<file path="config.mk">
export PLATFORM = sky130hd
export DESIGN_NAME = sad_engine
export DESIGN_NICKNAME = d
export VERILOG_FILES = /design/src/hw/sad_pkg.sv /design/src/hw/pixel_row_if.sv /design/src/hw/row_absdiff.sv /design/src/hw/adder_tree.sv /design/src/hw/block_accum.sv /design/src/hw/best_match.sv /design/src/hw/sad_engine.sv
export SDC_FILE = /design/constraint.sdc
export NUM_CORES = 1
export LEC_CHECK = 0
export ABC_AREA = 0
export BUFFER_PORTS_ARGS = -buffer_cell sky130_fd_sc_hd__buf_4
export CAP_MARGIN = 10
export CORE_MARGIN = 5
export CORE_UTILIZATION = 65
export DETAILED_ROUTE_END_ITERATION = 8
export PLACE_DENSITY = 0.95
export REMOVE_ABC_BUFFERS = 1
export SLEW_MARGIN = 0
export SYNTH_ARGS = -nofsm -noshare
export SYNTH_HDL_FRONTEND = slang
export SYNTH_HIERARCHICAL = 1
export SYNTH_SLANG_ARGS = --single-unit
</file>
<file path="constraint.sdc">
create_clock -name clk -period 4.6 [get_ports clk]
set_input_delay 0 -clock clk [delete_from_list [all_inputs] [get_ports clk]]
set_output_delay 0 -clock clk [all_outputs]
set_load 0.01 [all_outputs]
</file>
<file path="src/hw/sad_pkg.sv">
/*
 * shared definitions for the SAD engine
 *  - block geometry and datapath width localparams
 *  - pixel, row, row sum, block SAD and candidate index types
 */

package sad_pkg;

  // --------------------------------------------------
  // block geometry
  // --------------------------------------------------
  localparam int PIX_W    = 8;  // unsigned pixel
  localparam int ROW_PIX  = 8;  // pixels per row
  localparam int BLK_ROWS = 8;  // rows per block

  // adder tree depth, log2 of the row length
  localparam int TREE_STAGES = $clog2(ROW_PIX);

  // --------------------------------------------------
  // datapath widths
  // --------------------------------------------------
  localparam int ROW_SUM_W = PIX_W + TREE_STAGES;  // 8 x 255 = 2040 fits in 11 bits
  localparam int BLK_SAD_W = 14;                   // 64 x 255 = 16320
  localparam int CAND_W    = 4;                    // up to 16 candidates per set

  // --------------------------------------------------
  // types
  // --------------------------------------------------
  typedef logic [PIX_W-1:0] pixel_t;

  // one pixel row, also reused for the abs diff vector
  typedef pixel_t [ROW_PIX-1:0] row_t;

  typedef logic [ROW_SUM_W-1:0] row_sum_t;
  typedef logic [BLK_SAD_W-1:0] blk_sad_t;
  typedef logic [CAND_W-1:0]    cand_t;

endpackage

</file>
<file path="src/hw/pixel_row_if.sv">
/*
 * pixel_row_if
 *  one current/reference row pair with its strobe
 *  and the block / search set framing flags
 */

`timescale 1ns/1ps

interface pixel_row_if;

  logic          valid;      // one cycle per row pair
  sad_pkg::row_t cur_row;    // current block row
  sad_pkg::row_t ref_row;    // candidate block row
  logic          first_row;  // row 0 of a block
  logic          last_row;   // row 7 of a block
  logic          last_cand;  // row of the final candidate in the set

  // driven from the top level ports
  modport source (
    output valid, cur_row, ref_row, first_row, last_row, last_cand
  );

  // consumed by the abs diff stage
  modport sink (
    input valid, cur_row, ref_row, first_row, last_row, last_cand
  );

endinterface

</file>
<file path="src/hw/row_absdiff.sv">
/*
 * row_absdiff
 *  per-lane |cur - ref| for one row pair, registered
 *  framing flags registered alongside as the row tag
 */

`timescale 1ns/1ps

module row_absdiff (
  input  logic          clk,
  input  logic          nrst,
  pixel_row_if.sink     row,
  output sad_pkg::row_t diff,
  output logic          tag_valid,
  output logic          tag_first,
  output logic          tag_last,
  output logic          tag_cand_last
);

  sad_pkg::row_t abs_d;  // combinational magnitudes

  // unsigned magnitude, no sign bit needed
  always_comb begin
    for (int i = 0; i < sad_pkg::ROW_PIX; i++) begin
      if (row.cur_row[i] >= row.ref_row[i]) begin
        abs_d[i] = row.cur_row[i] - row.ref_row[i];
      end else begin
        abs_d[i] = row.ref_row[i] - row.cur_row[i];
      end
    end
  end

  always_ff @(posedge clk) begin
    if (row.valid) diff <= abs_d;  // hold otherwise, less toggling
  end

  // tag follows the row into the tree
  always_ff @(posedge clk) begin
    if (!nrst) begin
      tag_valid     <= 1'b0;
      tag_first     <= 1'b0;
      tag_last      <= 1'b0;
      tag_cand_last <= 1'b0;
    end else begin
      tag_valid     <= row.valid;
      tag_first     <= row.first_row;  // only meaningful with tag_valid
      tag_last      <= row.last_row;
      tag_cand_last <= row.last_cand;
    end
  end

endmodule

</file>
<file path="src/hw/adder_tree.sv">
/*
 * adder_tree
 *  pipelined binary tree, one register level per stage
 *  inputs zero padded up to a power of two
 *  latency equals the stage count
 */

`timescale 1ns/1ps

module adder_tree #(
  parameter int INPUTS_NUM  = 8,
  parameter int IDATA_WIDTH = 8
) (
  input  logic                                        clk,
  input  logic                                        nrst,
  input  logic [INPUTS_NUM-1:0][IDATA_WIDTH-1:0]      idata,
  output logic [IDATA_WIDTH+$clog2(INPUTS_NUM)-1:0]   odata
);

  localparam int STAGES = $clog2(INPUTS_NUM);
  localparam int PAD    = 2 ** STAGES;           // padded input count
  localparam int ODW    = IDATA_WIDTH + STAGES;  // full result width

  // heap layout, node 0 is the root
  // children of node k are 2k+1 and 2k+2, leaves at PAD-1 .. 2*PAD-2
  logic [2*PAD-2:0][ODW-1:0] node;

  // --------------------------------------------------
  // leaves
  // --------------------------------------------------
  for (genvar i = 0; i < PAD; i++) begin : g_leaf
    if (i < INPUTS_NUM) begin : g_in
      assign node[PAD-1+i] = ODW'(idata[i]);  // zero extend
    end else begin : g_pad
      assign node[PAD-1+i] = '0;              // padding lane
    end
  end

  // --------------------------------------------------
  // adder levels
  // --------------------------------------------------
  for (genvar k = 0; k < PAD - 1; k++) begin : g_node
    // depth from root, then the stage this node belongs to
    localparam int LVL = $clog2(k + 2) - 1;
    localparam int ST  = STAGES - LVL;
    localparam int W   = IDATA_WIDTH + ST;  // grows one bit per stage

    logic [W-1:0] sum;

    // child outputs only carry W-1 live bits
    assign sum = {1'b0, node[2*k+1][W-2:0]} + {1'b0, node[2*k+2][W-2:0]};

    always_ff @(posedge clk) begin
      if (!nrst) begin
        node[k] <= '0;
      end else begin
        node[k] <= ODW'(sum);  // upper bits stay zero
      end
    end
  end

  // single input degenerates to a wire from the leaf
  assign odata = node[0];

endmodule

</file>
<file path="src/hw/block_accum.sv">
/*
 * block_accum
 *  flag delay line matched to the adder tree depth
 *  row sum accumulator, one-cycle strobe per finished block
 */

`timescale 1ns/1ps

module block_accum (
  input  logic               clk,
  input  logic               nrst,
  input  logic               tag_valid,
  input  logic               tag_first,
  input  logic               tag_last,
  input  logic               tag_cand_last,
  input  sad_pkg::row_sum_t  row_sum,
  output logic               blk_valid,
  output logic               blk_cand_last,
  output sad_pkg::blk_sad_t  blk_sad
);

  // --------------------------------------------------
  // flag delay, TREE_STAGES deep
  // --------------------------------------------------
  logic [sad_pkg::TREE_STAGES-1:0] dly_valid;
  logic [sad_pkg::TREE_STAGES-1:0] dly_first;
  logic [sad_pkg::TREE_STAGES-1:0] dly_last;
  logic [sad_pkg::TREE_STAGES-1:0] dly_cand;

  sad_pkg::blk_sad_t acc;  // running block sum

  always_ff @(posedge clk) begin
    if (!nrst) begin
      dly_valid <= '0;
      dly_first <= '0;
      dly_last  <= '0;
      dly_cand  <= '0;
    end else begin
      dly_valid <= {dly_valid[sad_pkg::TREE_STAGES-2:0], tag_valid};
      dly_first <= {dly_first[sad_pkg::TREE_STAGES-2:0], tag_first};
      dly_last  <= {dly_last[sad_pkg::TREE_STAGES-2:0], tag_last};
      dly_cand  <= {dly_cand[sad_pkg::TREE_STAGES-2:0], tag_cand_last};
    end
  end

  // --------------------------------------------------
  // accumulate, top of delay line lines up with row_sum
  // --------------------------------------------------
  always_ff @(posedge clk) begin
    if (!nrst) begin
      acc           <= '0;
      blk_valid     <= 1'b0;
      blk_cand_last <= 1'b0;
    end else begin
      blk_valid     <= dly_valid[sad_pkg::TREE_STAGES-1] & dly_last[sad_pkg::TREE_STAGES-1];
      blk_cand_last <= dly_cand[sad_pkg::TREE_STAGES-1] & dly_last[sad_pkg::TREE_STAGES-1];
      if (dly_valid[sad_pkg::TREE_STAGES-1]) begin
        if (dly_first[sad_pkg::TREE_STAGES-1]) begin
          acc <= sad_pkg::blk_sad_t'(row_sum);        // new block, drop old sum
        end else begin
          acc <= acc + sad_pkg::blk_sad_t'(row_sum);
        end
      end
    end
  end

  assign blk_sad = acc;  // complete only with blk_valid

endmodule

</file>
<file path="src/hw/best_match.sv">
/*
 * best_match
 *  candidate counter within a search set
 *  running minimum block SAD and its index, one-cycle result strobe
 */

`timescale 1ns/1ps

module best_match (
  input  logic              clk,
  input  logic              nrst,
  input  logic              blk_valid,
  input  logic              blk_cand_last,
  input  sad_pkg::blk_sad_t blk_sad,
  output logic              best_valid,
  output sad_pkg::blk_sad_t best_sad,
  output sad_pkg::cand_t    best_cand
);

  sad_pkg::cand_t cnt;   // index of the incoming block
  logic           take;  // incoming block becomes the best

  // first block always wins, later ones only if strictly smaller
  // so a tie keeps the earlier index
  assign take = (cnt == '0) || (blk_sad < best_sad);

  always_ff @(posedge clk) begin
    if (!nrst) begin
      cnt        <= '0;
      best_valid <= 1'b0;
      best_sad   <= '0;
      best_cand  <= '0;
    end else begin
      best_valid <= blk_valid & blk_cand_last;  // result goes out with the last block
      if (blk_valid) begin
        if (take) begin
          best_sad  <= blk_sad;
          best_cand <= cnt;
        end
        // restart numbering for the next set
        if (blk_cand_last) begin
          cnt <= '0;
        end else begin
          cnt <= cnt + 1'b1;
        end
      end
    end
  end

endmodule

</file>
<file path="src/hw/sad_engine.sv">
/*
 * sad_engine, top level
 *  row ports -> abs diff -> adder tree -> block accumulator -> best match
 */

`timescale 1ns/1ps

module sad_engine (
  input  logic              clk,
  input  logic              nrst,
  input  logic              row_valid,
  input  logic              row_first,
  input  logic              row_last,
  input  logic              cand_last,
  input  sad_pkg::row_t     cur_row,
  input  sad_pkg::row_t     ref_row,
  output logic              sad_valid,
  output sad_pkg::blk_sad_t sad,
  output logic              best_valid,
  output sad_pkg::blk_sad_t best_sad,
  output sad_pkg::cand_t    best_cand
);

  // --------------------------------------------------
  // row input bundle
  // --------------------------------------------------
  pixel_row_if row_if ();

  assign row_if.valid     = row_valid;
  assign row_if.cur_row   = cur_row;
  assign row_if.ref_row   = ref_row;
  assign row_if.first_row = row_first;
  assign row_if.last_row  = row_last;
  assign row_if.last_cand = cand_last;

  sad_pkg::row_t     diff;
  sad_pkg::row_sum_t row_sum;
  logic tag_valid, tag_first, tag_last, tag_cand_last;
  logic blk_cand_last;

  // edge n
  row_absdiff row_absdiff_i (
    .clk           (clk),
    .nrst          (nrst),
    .row           (row_if.sink),
    .diff          (diff),
    .tag_valid     (tag_valid),
    .tag_first     (tag_first),
    .tag_last      (tag_last),
    .tag_cand_last (tag_cand_last)
  );

  // edges n+1 .. n+3
  adder_tree #(
    .INPUTS_NUM  (sad_pkg::ROW_PIX),
    .IDATA_WIDTH (sad_pkg::PIX_W)
  ) adder_tree_i (
    .clk   (clk),
    .nrst  (nrst),
    .idata (diff),
    .odata (row_sum)
  );

  // edge n+4, block SAD goes straight out
  block_accum block_accum_i (
    .clk           (clk),
    .nrst          (nrst),
    .tag_valid     (tag_valid),
    .tag_first     (tag_first),
    .tag_last      (tag_last),
    .tag_cand_last (tag_cand_last),
    .row_sum       (row_sum),
    .blk_valid     (sad_valid),
    .blk_cand_last (blk_cand_last),
    .blk_sad       (sad)
  );

  // edge n+5
  best_match best_match_i (
    .clk           (clk),
    .nrst          (nrst),
    .blk_valid     (sad_valid),
    .blk_cand_last (blk_cand_last),
    .blk_sad       (sad),
    .best_valid    (best_valid),
    .best_sad      (best_sad),
    .best_cand     (best_cand)
  );

endmodule

</file>
==> summary.md <==
| Metric | Value |
|---|---|
| Status | finished, final reports clean |
| GRT overflow | 0 |
| M3 GR Usage | 0.0418 |
| Worst min-delay path class | input pin to flip-flop |
| Synth unique cells | 71 |
| Sw Pwr | 1.99 mW |
| Setup ws final | 2.37 ns |
| Num Clock Sinks | 186 |
| Port bufs | 167 |
| Die ar. | 24500 um2 |
| First-pass GRT wire length | 50.1 mm |
| CTS H-Tree Depth | 4 |
| GR Util met2 | 0.440 |
| # DRC | 0 |
| Largest stage delay on the critical path | 0.41 ns |
| RSZ-0062 raised after global routing | false |
| Chip Height | 157 um |
| Maximum clock insertion buffer count | 2 |
| HPWL Detailed | 23.1 mm |
| Via-to-Cell Ratio | 5.87 |
| Slew at the pin closest to its max-slew limit | 0.789 ns |
| VDD IR-drop max | 0.289 mV |
| # setup viols final | 0 |
| Placed Area | 15300 um2 |
| Yosys reg bits | 186 |
| Post-Syn Area | 14000 um2 |
| Via count | 11200 |
| Met1 usage | 0.293 |
| Routed wire per std cell | 15.6 um |
| CP Launch Type | flip-flop |
| Prevailing post-synth register cell | dfxtp_1 |
| Max-Cap Viols | 0 |
| Initial antenna violation count | 0 |
| GP Congestion | 0.900 |
| DRT Wirelength | 29.8 mm |
| Number of global-route vias before repair | 11200 |
| Initial drt markers | 636 |
| Placement Rows | 53 |
| Sequential-to-total area share from yosys stat | 0.312 |
| Synth warn | 6 |
| Critical Path Sink Type | flip-flop |
| Share of layout cells above drive strength 1 | 0.141 |
| Synth Area in XOR/XNOR | 0.0445 |
| Min Tclk post-route | 2.23 ns |
| Top delay family on crit path | compound AO/OA/AOI/OAI gates |
| Num CTS Buffers | 17 |
| GR peak layer | met2 |
| Pleak | 7.80 nW |
| Buf/Inv on CP | 0 |
| Post-synthesis mux area share | 0.0616 |
| Critical path fanouts, max | 5 |
| Slew margin rel. | 0.474 |
| Combinational Power Share | 0.377 |
| Adder-cell share of the synthesized area | 0.219 |
| Required @ worst endpoint | 4.91 ns |
| Register area | 4360 um2 |
| Largest family of logic cells by synthesized area | adder cells |
| Setup CP Type | flip-flop to flip-flop |
| Clock skew | 0.00843 ns |
| Most frequent cells in the layout | 206 x ha_1, 170 x buf_4, 169 x inv_1 |
| Clock-pin transition on the worst setup and hold timing paths | 0.07 ns |
| Design Area, Final | 15900 um2 |
| Total power | 5.83 mW |
| Slowest cell on the critical path | fa_1 |
| Largest net degree at the start of global routing | 69 |
| CTS root buffer | clkbuf_16 |
| Clock power share | 0.244 |
| Post_cts resized | 0 |
| Mean area per synthesized cell | 9.39 um2 |
| Max Slew Vio Count | 0 |
| Cells after Synth | 1489 |
| Clk_lat worst skew | 0.44 ns |
| Pre-Repair DR Iteration Count | 5 |
| ANT nets after route | 0 |
| Post-synthesis compound-gate area fraction | 0.189 |
| Initial Util | 0.663 |
| Ant diodes | 0 |
| TritonCTS clock tree | done |
| IO Pins | 168 |
| Core ar. | 21100 um2 |
| Simple-gate share of the synthesized area | 0.107 |
| Final period utilization | 0.484 |
| Commonest non-fill, non-tap cell in the layout | ha_1 |
| Dpl ws | 2.37 ns |
| Arr. time, crit path | 2.54 ns |
| Maximum clock rate | 449 MHz |
| Pint | 3.84 mW |
| Nets | 1988 |
| Gr usage total | 0.242 |
| Switch share | 0.341 |
| Hold Vio Cnt, Final | 0 |
| Die outline width | 157 um |
| Cell Chain, Critical Path | ha_1 -> fa_1 -> a21o_1 -> a221o_1 -> a311o_1 -> nand2_1 -> a21oi_1 |
| Multi-input gate area | 8680 um2 |
| Flop pwr share | 0.379 |
| Area growth, synth to finish | 13.9% |
| Fillcell total | 1395 |
| Cell area power density | 366 nW/um2 |
| Post-synth EDFFs | 64 |
| TNS Setup | 0 ns |
| Async SR Flop Fraction | 0 |
==> cells in the mapped netlist, types with 40 or more instances <==
| master | number | share of area |
|---|---|---|
| dfxtp_1 | 122 | 0.17 |
| a21o_1 | 54 | 0.029 |
| ha_1 | 206 | 0.18 |
| nor2_1 | 50 | 0.013 |
| a31oi_1 | 40 | 0.018 |
| edfxtp_1 | 64 | 0.14 |
| xor2_1 | 40 | 0.025 |
| nand2_1 | 101 | 0.027 |
| mux2i_1 | 86 | 0.062 |
| inv_1 | 169 | 0.045 |
| a21oi_1 | 96 | 0.034 |
| o21ai_0 | 92 | 0.033 |
==> through the flow <==
stage                     hold slack [ns]  instances  utilization
after floorplan                     0.108       1431            -
after global placement              0.209       1876        0.726
after detailed placement            0.213       1876        0.726
after CTS                         0.00142       1912        0.755
after global routing             0.000706       1912        0.755
final                              0.0173       1912        0.755
==> kinds of logic (layout without fill, tap and decap cells) <==
group,after synthesis,in the layout
fa+ha+maj,230,230
mux,86,86
xor+xnor,71,71
simple gates,296,296
flops,186,186
compound gates,391,391
buf+inv,229,377
==> routing by layer <==
metal	part of all wire	vias up
met5	0	-
met4	0.016	0
met3	0.054	56
met2	0.51	387
met1	0.42	5243
li1	-	5546
==> worst min-delay path, cell delays in order <==
cell and delay, ns:
buf_4 0.09, ha_1 0.14, inv_1 0.05
==> flip-flops by register name, indices dropped and copies added (netlist names) <==
| register | count |
|---|---|
| row_absdiff_i/diff | 64 |
| adder_tree_i/node | 56 |
| best_match_i/best_sad | 14 |
| block_accum_i/blk_sad | 14 |
| adder_tree_i/odata | 11 |
| best_match_i/best_cand | 4 |
| best_match_i/cnt | 4 |
| block_accum_i/dly_cand | 3 |
| block_accum_i/dly_first | 3 |
| block_accum_i/dly_last | 3 |
| block_accum_i/dly_valid | 3 |
| best_match_i/best_valid | 1 |
| block_accum_i/blk_cand_last | 1 |
| block_accum_i/blk_valid | 1 |
| row_absdiff_i/tag_cand_last | 1 |
| row_absdiff_i/tag_first | 1 |
| row_absdiff_i/tag_last | 1 |
| row_absdiff_i/tag_valid | 1 |
==> final cells by class <==
class	instances	share of cell area
repair buffers	174	0.0827
multi-input cells	1074	0.545
flip-flops and latches	186	0.274
well taps	275	0.0216
clock buffers	22	0.0305
clock inverters	10	0.00566
inverters	171	0.0403
==> power by group through the flow <==
| stage | Sequential, mW | Combinational, mW | Clock (mW) |
|---|---|---|---|
| CTS | 2.21 | 2.17 | 1.44 |
| finish | 2.21 | 2.20 | 1.42 |
| detailed placement | 2.24 | 2.12 | 0 |
| global placement | 2.23 | 1.99 | 0 |
| floorplan | 2.17 | 1.62 | 0 |
| global route | 2.23 | 2.45 | 1.51 |
==> repair_timing <==
item / CTS / global route
setup buffers: 0 / 0
hold endpoints to repair: 4 / 0
hold buffers: 4 / 0
==> path summary, 6_finish.rpt <==
kind	slack (ns)	cells past startpoint	from	end
worst max register to register	2.37	7	block_accum_i/blk_sad[0]	block_accum_i/blk_sad[8]
worst min-delay path	0.02	3	ref_row[56]	row_absdiff_i/diff[56]
worst min register to register	0.43	1	row_absdiff_i/tag_cand_last	block_accum_i/dly_cand[0]
worst max-delay path	2.37	7	block_accum_i/blk_sad[0]	block_accum_i/blk_sad[8]
Power figures use the tool's default switching activity.
